<file path="src/verilog/pipeCtrlPkg.sv">
package pipeCtrlPkg;

    // width of Tuse and Tnew counters
    localparam int TIME_W = 2;
    // source register is never read by this instruction
    localparam logic [TIME_W-1:0] TUSE_INF = {TIME_W{1'b1}};

    // exception code width, zero means no exception
    localparam int EXC_W = 5;

    // link register written by JAL
    localparam logic [4:0] REG_RA = 5'd31;

    typedef enum logic [2:0] {
        FUNC_NOP,
        FUNC_CALC_R,
        FUNC_CALC_I,
        FUNC_MEM_READ,
        FUNC_MEM_WRITE,
        FUNC_BRANCH,
        FUNC_JUMP,
        FUNC_CP0
    } funcClass_e;

    // OP_NOP must stay at zero so that a bubble decodes as a NOP
    typedef enum logic [4:0] {
        OP_NOP,
        ADDU, SUBU, SLL, SRL, SRA, OR, SLT,
        ORI, ADDIU, LUI,
        LW, LB, SW,
        BEQ, BNE, BGEZ,
        J, JAL, JR, JALR,
        MFC0, MTC0, ERET,
        OP_UNKNOWN
    } instrOp_e;

    typedef enum logic [1:0] {
        KCTRL_NONE,
        KCTRL_KTEXT,
        KCTRL_ERET
    } kCtrl_e;

    // hazard record of one pipeline stage
    typedef struct packed {
        logic [31:0]       pc;
        logic              bd;
        logic [EXC_W-1:0]  exc;
        logic [4:0]        dest;
        logic [TIME_W-1:0] tnew;
        instrOp_e          op;
    } stageRec_t;

    localparam stageRec_t BUBBLE = '0;

    // decoded instruction sitting in ID
    typedef struct packed {
        instrOp_e          op;
        funcClass_e        func;
        logic [4:0]        dest;
        logic [TIME_W-1:0] tuseRs;
        logic [TIME_W-1:0] tuseRt;
        logic [TIME_W-1:0] tnew;
        logic [4:0]        rs;
        logic [4:0]        rt;
    } idInfo_t;

    typedef struct packed {
        logic stallPc;
        logic stallId;
        logic clrId;
        logic clrEx;
        logic clrMem;
        logic clrWb;
        logic disMultDiv;
        logic disDm;
    } stallCtrl_t;

endpackage

</file>
<file path="src/verilog/exceptionFlush.sv">
`timescale 1ns/1ns

module exceptionFlush (
    input  logic                              rawStall,
    input  pipeCtrlPkg::kCtrl_e               kCtrl,
    input  logic [31:0]                       pcIf,
    input  logic                              bdIf,
    input  logic [31:0]                       pcId,
    input  logic                              bdId,
    input  logic [pipeCtrlPkg::EXC_W-1:0]     excId,
    input  pipeCtrlPkg::stageRec_t            recEx,
    input  pipeCtrlPkg::stageRec_t            recMem,
    output pipeCtrlPkg::stallCtrl_t           ctrl,
    output logic [31:0]                       macroPc,
    output logic                              macroBd
);
    import pipeCtrlPkg::*;

    logic flushAll;

    assign flushAll = (kCtrl == KCTRL_KTEXT) || (kCtrl == KCTRL_ERET);

    // flush wins over a pending data hazard
    always_comb begin
        ctrl.stallPc    = rawStall && !flushAll;
        ctrl.stallId    = rawStall && !flushAll;
        ctrl.clrId      = flushAll;
        ctrl.clrEx      = rawStall || flushAll;
        ctrl.clrMem     = flushAll;
        ctrl.clrWb      = flushAll;
        ctrl.disMultDiv = flushAll;
        ctrl.disDm      = flushAll;
    end

    // oldest real instruction is reported to CP0
    always_comb begin
        if (recMem.pc != '0 || recMem.exc != '0) begin
            macroPc = recMem.pc;
            macroBd = recMem.bd;
        end else if (recEx.pc != '0 || recEx.exc != '0) begin
            macroPc = recEx.pc;
            macroBd = recEx.bd;
        end else if (pcId != '0 || excId != '0) begin
            macroPc = pcId;
            macroBd = bdId;
        end else if (pcIf != '0) begin
            macroPc = pcIf;
            macroBd = bdIf;
        end else begin
            macroPc = '0;
            macroBd = 1'b0;
        end
    end

endmodule

</file>
<file path="src/verilog/hazardStall.sv">
`timescale 1ns/1ns

module hazardStall (
    input  pipeCtrlPkg::idInfo_t   id,
    input  pipeCtrlPkg::stageRec_t recEx,
    input  pipeCtrlPkg::stageRec_t recMem,
    output logic                   rawStall
);
    import pipeCtrlPkg::*;

    // producer still needs more cycles than the consumer can wait
    function automatic logic srcHazard(
        input logic [4:0]        src,
        input logic [TIME_W-1:0] tuse,
        input stageRec_t         ex,
        input stageRec_t         mem
    );
        logic exHit;
        logic memHit;
        exHit  = (ex.dest == src) && (ex.tnew > tuse);
        memHit = (mem.dest == src) && (mem.tnew > tuse);
        if (src == '0 || tuse == TUSE_INF) begin
            return 1'b0;
        end
        return exHit || memHit;
    endfunction

    logic stallRs;
    logic stallRt;

    assign stallRs  = srcHazard(id.rs, id.tuseRs, recEx, recMem);
    assign stallRt  = srcHazard(id.rt, id.tuseRt, recEx, recMem);
    assign rawStall = stallRs || stallRt;

endmodule

</file>
<file path="src/verilog/instrClassifier.sv">
`timescale 1ns/1ns

module instrClassifier (
    input  logic [31:0]             instr,
    output pipeCtrlPkg::funcClass_e func,
    output pipeCtrlPkg::instrOp_e   op,
    output logic [4:0]              dest
);
    import pipeCtrlPkg::*;

    logic [5:0] opcode;
    logic [5:0] funct;
    logic [4:0] rsField;
    logic [4:0] rtField;
    logic [4:0] rdField;

    assign opcode  = instr[31:26];
    assign rsField = instr[25:21];
    assign rtField = instr[20:16];
    assign rdField = instr[15:11];
    assign funct   = instr[5:0];

    always_comb begin
        func = FUNC_NOP;
        op   = OP_UNKNOWN;
        dest = '0;
        if (instr == '0) begin
            // all-zero word is the canonical nop rather than sll $0
            op = OP_NOP;
        end else begin
            case (opcode)
                6'h00: begin
                    case (funct)
                        6'h21: op = ADDU;
                        6'h23: op = SUBU;
                        6'h00: op = SLL;
                        6'h02: op = SRL;
                        6'h03: op = SRA;
                        6'h25: op = OR;
                        6'h2a: op = SLT;
                        6'h08: op = JR;
                        6'h09: op = JALR;
                        default: op = OP_UNKNOWN;
                    endcase
                    if (op == JR) begin
                        func = FUNC_JUMP;
                    end else if (op == JALR) begin
                        func = FUNC_JUMP;
                        dest = rdField;
                    end else if (op != OP_UNKNOWN) begin
                        func = FUNC_CALC_R;
                        dest = rdField;
                    end
                end
                6'h0d: begin
                    op   = ORI;
                    func = FUNC_CALC_I;
                    dest = rtField;
                end
                6'h09: begin
                    op   = ADDIU;
                    func = FUNC_CALC_I;
                    dest = rtField;
                end
                6'h0f: begin
                    op   = LUI;
                    func = FUNC_CALC_I;
                    dest = rtField;
                end
                6'h23: begin
                    op   = LW;
                    func = FUNC_MEM_READ;
                    dest = rtField;
                end
                6'h20: begin
                    op   = LB;
                    func = FUNC_MEM_READ;
                    dest = rtField;
                end
                6'h2b: begin
                    op   = SW;
                    func = FUNC_MEM_WRITE;
                end
                6'h04: begin
                    op   = BEQ;
                    func = FUNC_BRANCH;
                end
                6'h05: begin
                    op   = BNE;
                    func = FUNC_BRANCH;
                end
                6'h01: begin
                    // only bgez is supported in the regimm group
                    if (rtField == 5'd1) begin
                        op   = BGEZ;
                        func = FUNC_BRANCH;
                    end
                end
                6'h02: begin
                    op   = J;
                    func = FUNC_JUMP;
                end
                6'h03: begin
                    op   = JAL;
                    func = FUNC_JUMP;
                    dest = REG_RA;
                end
                6'h10: begin
                    // cop0 group selected by the rs field
                    if (rsField == 5'h00) begin
                        op   = MFC0;
                        func = FUNC_CP0;
                        dest = rtField;
                    end else if (rsField == 5'h04) begin
                        op   = MTC0;
                        func = FUNC_CP0;
                    end else if (rsField == 5'h10 && funct == 6'h18) begin
                        op   = ERET;
                        func = FUNC_CP0;
                    end
                end
                default: begin
                    op = OP_UNKNOWN;
                end
            endcase
        end
    end

endmodule

</file>
<file path="src/verilog/pipelineControl.sv">
`timescale 1ns/1ns

module pipelineControl (
    input  logic                          clk,
    input  logic                          rst,
    input  logic [31:0]                   instrId,
    input  logic [31:0]                   pcIf,
    input  logic                          bdIf,
    input  logic [31:0]                   pcId,
    input  logic                          bdId,
    input  logic [pipeCtrlPkg::EXC_W-1:0] excId,
    input  pipeCtrlPkg::kCtrl_e           kCtrl,
    output pipeCtrlPkg::stallCtrl_t       ctrl,
    output logic [31:0]                   macroPc,
    output logic                          macroBd
);
    import pipeCtrlPkg::*;

    funcClass_e        idFunc;
    instrOp_e          idOp;
    logic [4:0]        idDest;
    logic [TIME_W-1:0] idTuseRs;
    logic [TIME_W-1:0] idTuseRt;
    logic [TIME_W-1:0] idTnew;
    idInfo_t           idInfo;
    stageRec_t         recEx;
    stageRec_t         recMem;
    logic              rawStall;

    instrClassifier classifier_i (
        .instr (instrId),
        .func  (idFunc),
        .op    (idOp),
        .dest  (idDest)
    );

    tuseTnewDecoder decoder_i (
        .func   (idFunc),
        .op     (idOp),
        .tuseRs (idTuseRs),
        .tuseRt (idTuseRt),
        .tnew   (idTnew)
    );

    assign idInfo = '{
        op:     idOp,
        func:   idFunc,
        dest:   idDest,
        tuseRs: idTuseRs,
        tuseRt: idTuseRt,
        tnew:   idTnew,
        rs:     instrId[25:21],
        rt:     instrId[20:16]
    };

    stageTracker tracker_i (
        .clk    (clk),
        .rst    (rst),
        .id     (idInfo),
        .pcId   (pcId),
        .bdId   (bdId),
        .excId  (excId),
        .ctrl   (ctrl),
        .recEx  (recEx),
        .recMem (recMem),
        .recWb  ()
    );

    hazardStall stall_i (
        .id       (idInfo),
        .recEx    (recEx),
        .recMem   (recMem),
        .rawStall (rawStall)
    );

    exceptionFlush flush_i (
        .rawStall (rawStall),
        .kCtrl    (kCtrl),
        .pcIf     (pcIf),
        .bdIf     (bdIf),
        .pcId     (pcId),
        .bdId     (bdId),
        .excId    (excId),
        .recEx    (recEx),
        .recMem   (recMem),
        .ctrl     (ctrl),
        .macroPc  (macroPc),
        .macroBd  (macroBd)
    );

endmodule

</file>
<file path="src/verilog/stageTracker.sv">
`timescale 1ns/1ns

module stageTracker (
    input  logic                          clk,
    input  logic                          rst,
    input  pipeCtrlPkg::idInfo_t          id,
    input  logic [31:0]                   pcId,
    input  logic                          bdId,
    input  logic [pipeCtrlPkg::EXC_W-1:0] excId,
    input  pipeCtrlPkg::stallCtrl_t       ctrl,
    output pipeCtrlPkg::stageRec_t        recEx,
    output pipeCtrlPkg::stageRec_t        recMem,
    output pipeCtrlPkg::stageRec_t        recWb
);
    import pipeCtrlPkg::*;

    // one stage closer to the result, never below zero
    function automatic stageRec_t age(input stageRec_t rec);
        stageRec_t next;
        next = rec;
        if (rec.tnew != '0) begin
            next.tnew = rec.tnew - 1'b1;
        end
        return next;
    endfunction

    stageRec_t idRec;

    always_comb begin
        idRec.pc   = pcId;
        idRec.bd   = bdId;
        idRec.exc  = excId;
        idRec.dest = id.dest;
        idRec.tnew = id.tnew;
        idRec.op   = id.op;
    end

    // clrEx covers both the stall bubble and the flush
    always_ff @(posedge clk) begin
        if (rst || ctrl.clrEx) begin
            recEx <= BUBBLE;
        end else begin
            recEx <= age(idRec);
        end
    end

    always_ff @(posedge clk) begin
        if (rst || ctrl.clrMem) begin
            recMem <= BUBBLE;
        end else begin
            recMem <= age(recEx);
        end
    end

    always_ff @(posedge clk) begin
        if (rst || ctrl.clrWb) begin
            recWb <= BUBBLE;
        end else begin
            recWb <= age(recMem);
        end
    end

    // nop-like records must not look like a producer to the stall unit
    bubbleHasNoDest: assert property (
        @(posedge clk) disable iff (rst)
        ((recEx.op == OP_NOP || recEx.op == OP_UNKNOWN) |-> recEx.dest == '0) and
        ((recMem.op == OP_NOP || recMem.op == OP_UNKNOWN) |-> recMem.dest == '0) and
        ((recWb.op == OP_NOP || recWb.op == OP_UNKNOWN) |-> recWb.dest == '0)
    );

    // once the records are cleared by reset the control outputs must be quiet
    ctrlQuietInReset: assert property (
        @(posedge clk) (rst && $past(rst)) |-> (ctrl == '0)
    );

endmodule

</file>
<file path="src/verilog/tuseTnewDecoder.sv">
`timescale 1ns/1ns

module tuseTnewDecoder (
    input  pipeCtrlPkg::funcClass_e               func,
    input  pipeCtrlPkg::instrOp_e                 op,
    output logic [pipeCtrlPkg::TIME_W-1:0]        tuseRs,
    output logic [pipeCtrlPkg::TIME_W-1:0]        tuseRt,
    output logic [pipeCtrlPkg::TIME_W-1:0]        tnew
);
    import pipeCtrlPkg::*;

    always_comb begin
        tuseRs = TUSE_INF;
        tuseRt = TUSE_INF;
        tnew   = '0;
        case (func)
            FUNC_CALC_R: begin
                // shifts take the amount from shamt, rs is unused
                if (op != SLL && op != SRL && op != SRA) begin
                    tuseRs = TIME_W'(1);
                end
                tuseRt = TIME_W'(1);
                tnew   = TIME_W'(2);
            end
            FUNC_CALC_I: begin
                if (op == LUI) begin
                    tnew = TIME_W'(1);
                end else begin
                    tuseRs = TIME_W'(1);
                    tnew   = TIME_W'(2);
                end
            end
            FUNC_MEM_READ: begin
                tuseRs = TIME_W'(1);
                // lb would need 5 cycles in the full core, clipped to the lw value here
                tnew   = TIME_W'(3);
            end
            FUNC_MEM_WRITE: begin
                tuseRs = TIME_W'(1);
                tuseRt = TIME_W'(2);
            end
            FUNC_BRANCH: begin
                tuseRs = '0;
                if (op == BEQ || op == BNE) begin
                    tuseRt = '0;
                end
            end
            FUNC_JUMP: begin
                if (op == JR || op == JALR) begin
                    tuseRs = '0;
                end
                // link address is ready one stage early
                if (op == JAL || op == JALR) begin
                    tnew = TIME_W'(1);
                end
            end
            FUNC_CP0: begin
                if (op == MTC0) begin
                    tuseRt = TIME_W'(2);
                end
                if (op == MFC0) begin
                    tnew = TIME_W'(3);
                end
            end
            default: begin
                tnew = '0;
            end
        endcase
    end

endmodule
</file>
<file path="config.mk">
export PLATFORM = sky130hd
export DESIGN_NAME = pipelineControl
export DESIGN_NICKNAME = d
export VERILOG_FILES = /design/src/verilog/pipeCtrlPkg.sv /design/src/verilog/exceptionFlush.sv /design/src/verilog/hazardStall.sv /design/src/verilog/instrClassifier.sv /design/src/verilog/pipelineControl.sv /design/src/verilog/stageTracker.sv /design/src/verilog/tuseTnewDecoder.sv
export SDC_FILE = /design/constraint.sdc
export NUM_CORES = 1
export LEC_CHECK = 0
export BUFFER_PORTS_ARGS = -buffer_cell sky130_fd_sc_hd__buf_2
export CORE_MARGIN = 2
export CORE_UTILIZATION = 45
export CTS_CLUSTER_SIZE = 16
export DETAILED_ROUTE_END_ITERATION = 10
export GPL_TIMING_DRIVEN = 0
export PLACE_DENSITY = 0.73
export SLEW_MARGIN = 10
export SYNTH_ARGS = -nofsm -noshare
export SYNTH_HDL_FRONTEND = slang
export SYNTH_SLANG_ARGS = --single-unit
</file>
<file path="constraint.sdc">
create_clock -name clk -period 4.5 [get_ports clk]
set_clock_uncertainty 0.2 [all_clocks]
set_input_delay 0.45 -clock clk [delete_from_list [all_inputs] [get_ports clk]]
set_output_delay 0.45 -clock clk [all_outputs]
set_load 0.02 [all_outputs]
</file>
; ---- Word level (Yosys, flattened, before mapping)
; Cells that the tools add are included.
[word_totals]
ff_bits = 90
inputBits = 107
[classes]
addsub = 2
order_cmp = 4
eq_ne = 53
n_mux = 50
reduce_logical = 45
[op_table]
columns = cell, n
row1 = $mux W32, 4
row2 = $reduce_bool A32 Y1, 4
row3 = $pmux W5 S13, 1
row4 = $mux W5, 9
row5 = $pmux W5 S9, 1
row6 = $eq A6 B6 Y1 const B, 7
row7 = $eq A5 B5 Y1 const B, 8
row8 = $logic_not A32 Y1, 1
row9 = $eq A6 B4 Y1 const B, 5
row10 = $eq A6 B2 Y1 const B, 4
row11 = $pmux W3 S8, 1
row12 = $mux W3, 7
row13 = $eq A5 B5 Y1, 4
row14 = $pmux W2 S5, 2
row15 = $pmux W5 S4, 1
row16 = $mux W2, 8
row17 = $eq A5 B4 Y1 const B, 3
row18 = $logic_or A1 B1 Y1, 15
row19 = $reduce_bool A5 Y1, 3
row20 = $mux W1, 13
row21 = $eq A3 B3 Y1 const B, 4
row22 = $eq A6 B3 Y1 const B, 2
row23 = $eq A6 B5 Y1 const B, 2
row24 = $logic_not A6 Y1, 2
row25 = other kinds (21), 43

; ---- Depth between registers and ports, before layout
; Gate-level depths: netlist (run 1).
[depth]
word_depth = 21
ltp_mapped = 20

; ---- Modules after synthesis
; Synthesis (run 1) repeated with hierarchy kept, for this count alone.
[hier_totals]
hier_cells = 702
hier_area_um2 = 7518.5
[by_module_without_submodules]
columns = mod, instances, cells_per_inst, area_each_um2, seq_area_each_um2
row1 = stageTracker, 1, 335, 4916.0, 3002.9
row2 = exceptionFlush, 1, 143, 1078.5, 0.0
row3 = instrClassifier, 1, 129, 813.3, 0.0
row4 = hazardStall, 1, 58, 462.9, 0.0
row5 = tuseTnewDecoder, 1, 37, 247.7, 0.0

; ---- Worst setup path after synthesis (run 1)
; OpenSTA, ideal clock, no wires.
[synth_timing]
path_type = in2out
start = in instrId[5]
end = out ctrl[7] in the netlist's numbering
arrival_time_ps = 4326
required_ps = 3850
setup_slack_ps = -476
path_stages = 18
path_buffers = 4
path_cell_list = buf_2 -> or3_1 -> o31a_1 -> o22a_1 -> a21bo_2 -> or2_2 -> nand2_1 -> nand3b_1 -> ha_1 -> a221o_1 -> nor4_1 -> o21ai_0 -> a2111oi_0 -> a21oi_1 -> buf_6 -> buf_6 -> nor2_1 -> buf_4
[synth_lines]
columns = item, line
row1 = from (decl), pipelineControl.sv:6  ; input logic [31:0] instrId,
row2 = to (decl), pipelineControl.sv:13  ; output pipeCtrlPkg::stallCtrl_t ctrl,

==> impl_metrics.tcl, run 1 <==
set metrics [dict create \
    worst-path-buf-inv 5 \
    h-tree-depth 3 \
    drc 0 \
    met1_usage_pct 35.41 \
    power.total_w 0.002005 \
    wirelength_um 17760 \
    use_met3_pct 4.355 \
    rsz0062_at_grt "yes" \
    critical_path_class "in2out" \
    critPathRequiredTime_ns 3.85 \
    vias 5663 \
    hpwl_um 13290 \
    synth_edf_count 0 \
    vdd_ir_drop_max_uv 219.7 \
    dpl_worst_slack_ns -0.6746 \
    fmax_mhz 209.9 \
    avgViaCountPerCell 5.980 \
    layout_common_cells "buf_2, dfxtp_1, and2_1" \
    grt_pass1_wl_um 27340 \
    dieArea_um2 12540 \
    period_share_pct 105.9 \
    dpl-instance-area_um2 6167 \
    drv_cap 0 \
    start_kind "input port" \
    coreArea_um2 11420 \
    worst_pin_slew_ns 0.9970 \
    violations "negative setup slack" \
    dr.pass1.iters 5 \
    synth-seq-cells 90 \
    multi_input_area_um2 3422 \
    grt_max_degree 15 \
    fin_area_um2 7025 \
    ys_seq_area_share_pct 34.33 \
    crit_slowest_cell "or4b_4" \
    dp.cells 905 \
    gr-usage-met2_pct 45.25 \
    postSynthAreaPerCell_um2 8.493 \
    overflow 0 \
    drtIter0Drc 469 \
    grt.total_usage_pct 26.82 \
    antenna_found_initial 0 \
    outcome "finished, violations left" \
    cp_top_family "simple AND/OR/NAND/NOR gates" \
    worstSkewPairLatency_ns 0.33 \
    die_height_um 112 \
    cp-end-kind "output pin" \
    synthCells 618 \
    die_x_um 112 \
    setup_slack_ns -0.2635 \
    final_nets 916 \
    synthToLayoutAreaGrowth_pct 33.85 \
    path_common_cell "buf_6" \
    numPortBuffers 144 \
    clock_sinks 90 \
    ys_types 61 \
    power.density_nw_per_um2 285.4 \
    busiest_layer "met2" \
    stdcell_count 947 \
    cts_tree "built" \
    ant_nets 0 \
    cts_hold_buf 0 \
    leakage_nw 3.305 \
    synth_area_um2 5249 \
    ys.flop_type "dfxtp_1" \
    nFillCells 1025 \
    grt_pass1_vias 5451 \
    slowest_delay_ns 0.50 \
    regArea_um2 1802 \
    clk_pin_slew_worst_paths_ns 0.07 \
    hold_viol 0 \
    synth_nets 733 \
    gp_congestion 0.9813 \
    drive_gt1_share_pct 32.46 \
    worst_ep_arrival_time_ns 4.11 \
    setup_violations 3 \
    path_cells "buf_8 > buf_6 > and3b_2 > a21o_1 > a32o_2 > or4b_4 > or2_4 > nand2_2 > nand3b_1 > ha_1 > a221o_1 > nor4_2 > o21ai_1 > a2111oi_2 > a21oi_2 > buf_8 > nor2_4 > buf_6 > buf_6" \
    hp-class "in2reg" \
    clock_path_buffers 2 \
    pin_count 148 \
    std_cell_rows 39 \
    layout_min_cycle_time_ns 4.763 \
    final_common_cell "buf_2" \
    start_util_pct 45.97 \
    routedWlPerCell_um 18.75 \
    cts_root_buffer "clkbuf_16" \
    maxSlewViolCount 0 \
    critPathMaxFanout 5 \
    numCtsBuffers 9 \
    ys_warn_count 0 \
    max-slew-margin-rel_pct 33.02 \
    async_flop_share_pct 0 \
    diodes 0 \
]
==> worst register-to-register path, cell delays in order (launching register included) <==
cell	delay [ns]
dfxtp_1	0.44
ha_1	0.28
nor2b_1	0.13
o211ai_1	0.17
o22ai_1	0.12
o211ai_1	0.16
o41ai_2	0.14
a21oi_2	0.32
buf_4	0.18
clkbuf_1	0.33
and3_1	0.24
==> metal layers <==
metal  up-vias  share of wire [%]  routed length [µm]
met5         -                  0                   0
met2       292                 47                8337
li1       2664                  -                   -
met1      2662                 43                7574
met4         0                2.5                 444
met3        45                7.9                1397
==> cells by family (layout without fill, tap and decap cells) <==
logic type,count (synthesis),count (layout),synth area share (%)
xor+xnor,21,21,3.504
fa+ha+maj,8,8,1.907
buf+inv,62,248,6.174
flops,90,90,34.33
simple gates,260,260,29.87
compound gates,177,177,24.22
==> cells in the mapped netlist, types with 5 or more instances <==
cell type	number	share of area, %
dfxtp_1	90	34
and2_1	50	6.0
and3_1	43	5.1
a21o_1	40	5.7
a21oi_1	40	3.8
nor4_1	40	4.8
o21bai_1	33	4.7
nor2_1	26	1.9
clkbuf_1	22	1.6
inv_1	16	1.1
nand2_1	16	1.1
xnor2_1	15	2.5
nor3_1	14	1.3
nand4_1	13	1.5
nor2b_1	13	1.5
buf_2	10	0.95
ha_1	8	1.9
nand2b_1	8	0.95
o211a_1	8	1.5
o211ai_1	8	1.1
buf_4	7	1.0
buf_6	7	1.5
nand3_1	7	0.67
o31ai_1	6	0.86
xor2_1	6	1.0
a211oi_1	5	0.72
a311oi_1	5	0.83
o21ai_0	5	0.48
==> where the power goes <==
group / total [W] / switching, W / internal, W / leakage, nW
Sequential: 0.000843 / 0.0000183 / 0.000825 / 0.733
Combinational: 0.000431 / 0.000258 / 0.000173 / 2.43
Clock: 0.000731 / 0.000291 / 0.000441 / 0.145
==> per-stage QoR <==
stage | setup TNS, ns | hold WS (ns) | utilization [%]
after floorplan | -0.03002 | 0.2305 | -
after global placement | -5.283 | 0.2388 | 54.01
after detailed placement | -6.301 | 0.2397 | 54.01
after CTS | -1.341 | 0.1678 | 58.66
after global routing | -1.074 | 0.1655 | 61.53
final | -0.5904 | 0.1736 | 61.53
==> flip-flops by register name (all words and copies together), names as in the netlist <==
| register | flops |
|---|---|
| tracker_i.recEx | 45 |
| tracker_i.recMem | 45 |
==> cell type report <==
class | instances | share of cell area, %
clock inverters | 4 | 0.7480
repair buffers | 173 | 14.02
inverters | 16 | 0.8549
multi-input cells | 466 | 48.71
clock buffers | 10 | 3.402
plain buffers | 45 | 4.078
well taps | 143 | 2.547
flip-flops and latches | 90 | 25.65
==> path summary, 6_finish.rpt <==
path / start / endpoint / slack (ns) / cells past startpoint
setup / recovery: instrId[28] / ctrl[7] / -0.26 / 19
hold / removal: pcId[22] / tracker_i.recEx[40]$_SDFF_PP0_ / 0.17 / 2
setup reg to reg: tracker_i.recEx[6]$_SDFF_PP0_ / tracker_i.recEx[30]$_SDFF_PP0_ / 1.74 / 10
hold reg to reg: tracker_i.recEx[15]$_SDFF_PP0_ / tracker_i.recMem[15]$_SDFF_PP0_ / 0.25 / 1
==> timing repair <==
action / CTS / global route
buffers inserted: 10 / 15
setup endpoints to repair: 3 / 48
pin swaps: 16 / 24
gates cloned: 3 / 1
resized for setup: 38 / 47
No activity file was read; power rests on OpenSTA's default activity.
==> run 2: changes to the inputs <==
--- a/config.mk
+++ b/config.mk
@@ -7,11 +7,10 @@
 export LEC_CHECK = 0
 export BUFFER_PORTS_ARGS = -buffer_cell sky130_fd_sc_hd__buf_2
 export CORE_MARGIN = 2
-export CORE_UTILIZATION = 45
+export CORE_UTILIZATION = 32
 export CTS_CLUSTER_SIZE = 16
 export DETAILED_ROUTE_END_ITERATION = 10
 export GPL_TIMING_DRIVEN = 0
-export PLACE_DENSITY = 0.73
 export SLEW_MARGIN = 10
 export SYNTH_ARGS = -nofsm -noshare
 export SYNTH_HDL_FRONTEND = slang
==> impl_metrics.tcl, run 2 (synthesis results as in run 1) <==
set metrics [dict create \
    layout_min_cycle_time_ns 4.740 \
    synthToLayoutAreaGrowth_pct 31.01 \
    critPathRequiredTime_ns 3.85 \
    final_common_cell "buf_2" \
    min-delay-start "pcId[24]" \
    biggestRegsByFlops "tracker_i.recEx: 45 flops, tracker_i.recMem: 45 flops" \
    dp.cells 978 \
    r2r_start "tracker_i.recMem[5]$_SDFF_PP0_" \
    clock_power_share_pct 38.0 \
    cts_root_buffer "clkbuf_16" \
    cp-end-kind "output pin" \
    worst_ep_arrival_time_ns 4.09 \
    violations "negative setup slack" \
    drt-met1-wl_um 7982 \
    hp-class "in2reg" \
    vdd_ir_drop_max_uv 199.7 \
    p_seq_share_pct 41.7 \
    fin_area_um2 6877 \
    maxSlewViolCount 0 \
    p_sw_share_pct 29.43 \
    outcome "finished, violations left" \
    power.density_nw_per_um2 294.1 \
    p_switching_w 0.0005952 \
    period_share_pct 105.3 \
    nFillCells 1633 \
    drtIter0Drc 317 \
    wl_met3_um 788 \
    grt_pass1_wl_um 26690 \
    clk_pin_slew_worst_paths_ns 0.07 \
    wirelength_um 17370 \
    worst_pin_slew_ns 1.039 \
    crit_slowest_cell "or4b_4" \
    path_cells "buf_2 > buf_4 > nand3_1 > or3_4 > o31ai_2 > or4b_4 > or2_4 > nand2_2 > nand3b_1 > ha_1 > a221o_1 > nor4_2 > o21ai_1 > a2111oi_2 > a21oi_2 > buf_12 > nor2_4 > buf_6 > buf_6" \
    ant_nets 0 \
    setup_violations 3 \
    grt_pass1_vias 4987 \
    critPathMaxFanout 10 \
    multi_input_area_um2 3286 \
    setup_slack_ns -0.2398 \
    numCtsBuffers 9 \
    gp_congestion 0.8620 \
    drv_cap 0 \
    die_height_um 132.1 \
    dpl_worst_slack_ns -0.7342 \
    dieArea_um2 17440 \
    die_x_um 132.1 \
    drc 0 \
    clock_path_buffers 2 \
    start_kind "input port" \
    cp-startpoint "instrId[26]" \
    hold_viol 0 \
    hpwl_um 13540 \
    h-tree-depth 3 \
    critical_path_class "in2out" \
    grt_max_degree 17 \
    path_common_cell "buf_6" \
    routedWlPerCell_um 17.30 \
    coreArea_um2 15940 \
    power_frac_comb_pct 20.3 \
    vias 5353 \
    avgViaCountPerCell 5.332 \
    std_cell_rows 46 \
    dr_wl_met2_um 8328 \
    cts_tree "built" \
    start_util_pct 32.92 \
    leakage_nw 3.210 \
    dr.pass1.iters 6 \
    rsz0062_at_grt "yes" \
    slowest_delay_ns 0.53 \
    final_nets 897 \
    antenna_found_initial 1 \
    power.total_w 0.002022 \
    regArea_um2 1802 \
    overflow 0 \
    dpl-instance-area_um2 6259 \
    pin_count 148 \
    drive_gt1_share_pct 28.72 \
    stdcell_count 1004 \
    power.internal_w 0.001427 \
    fmax_mhz 211.0 \
    numPortBuffers 144 \
    cp_top_family "simple AND/OR/NAND/NOR gates" \
    holdWs_ns 0.1563 \
    clock_sinks 90 \
    layout_common_cells "buf_2, dfxtp_1, and2_1" \
    grt.total_usage_pct 19.11 \
    top_layer "met4" \
    cts_hold_buf 0 \
    worstSkewPairLatency_ns 0.34 \
    max-slew-margin-rel_pct 30.23 \
    worst-path-buf-inv 5 \
]
==> run 2: repair_timing <==
item | 4_1_cts | 5_1_grt
setup buffers | 4 | 3
pin swaps | 12 | 19
resized for setup | 27 | 24
gates cloned | 1 | 2
endpoints found under the setup margin | 3 | 32
==> run 2: per-layer routing <==
layer	vias up	track usage [%]
met3	22	3.076
li1	2642	-
met2	157	33.04
met5	-	0
met1	2532	25.02
met4	0	4.227
==> run 2: power groups by stage <==
stage / Combinational (W) / Clock (W) / Sequential [W]
3_5_place_dp: 0.000385 / 0 / 0.000861
3_3_place_gp: 0.000384 / 0 / 0.000861
2_1_floorplan: 0.000227 / 0 / 0.000854
5_1_grt: 0.000443 / 0.000807 / 0.000846
4_1_cts: 0.000394 / 0.000772 / 0.000843
6_report: 0.000411 / 0.000768 / 0.000843
==> run 2: layout make-up <==
type	count	share of cell area [%]
multi-input cells	466	47.78
flip-flops and latches	90	26.20
repair buffers	154	12.45
plain buffers	45	4.258
well taps	216	3.930
clock buffers	10	3.330
clock inverters	6	1.146
inverters	16	0.8734
diodes	1	0.03639
==> run 2: worst paths after layout <==
check                                         end  slack [ns]  depth (start not counted)
hold reg to reg   tracker_i.recMem[12]$_SDFF_PP0_        0.25                          1
hold / removal     tracker_i.recEx[42]$_SDFF_PP0_        0.16                          2
setup / recovery                          ctrl[7]       -0.24                         19
setup reg to reg   tracker_i.recEx[38]$_SDFF_PP0_        1.95                         10
==> run 2: through the flow <==
step | utilization, % | setup TNS (ns)
after floorplan | - | -0.03002
after global placement | 39.26 | -11.00
after detailed placement | 39.26 | -8.899
after CTS | 42.13 | -1.396
after global routing | 43.13 | -1.112
final | 43.13 | -0.6617
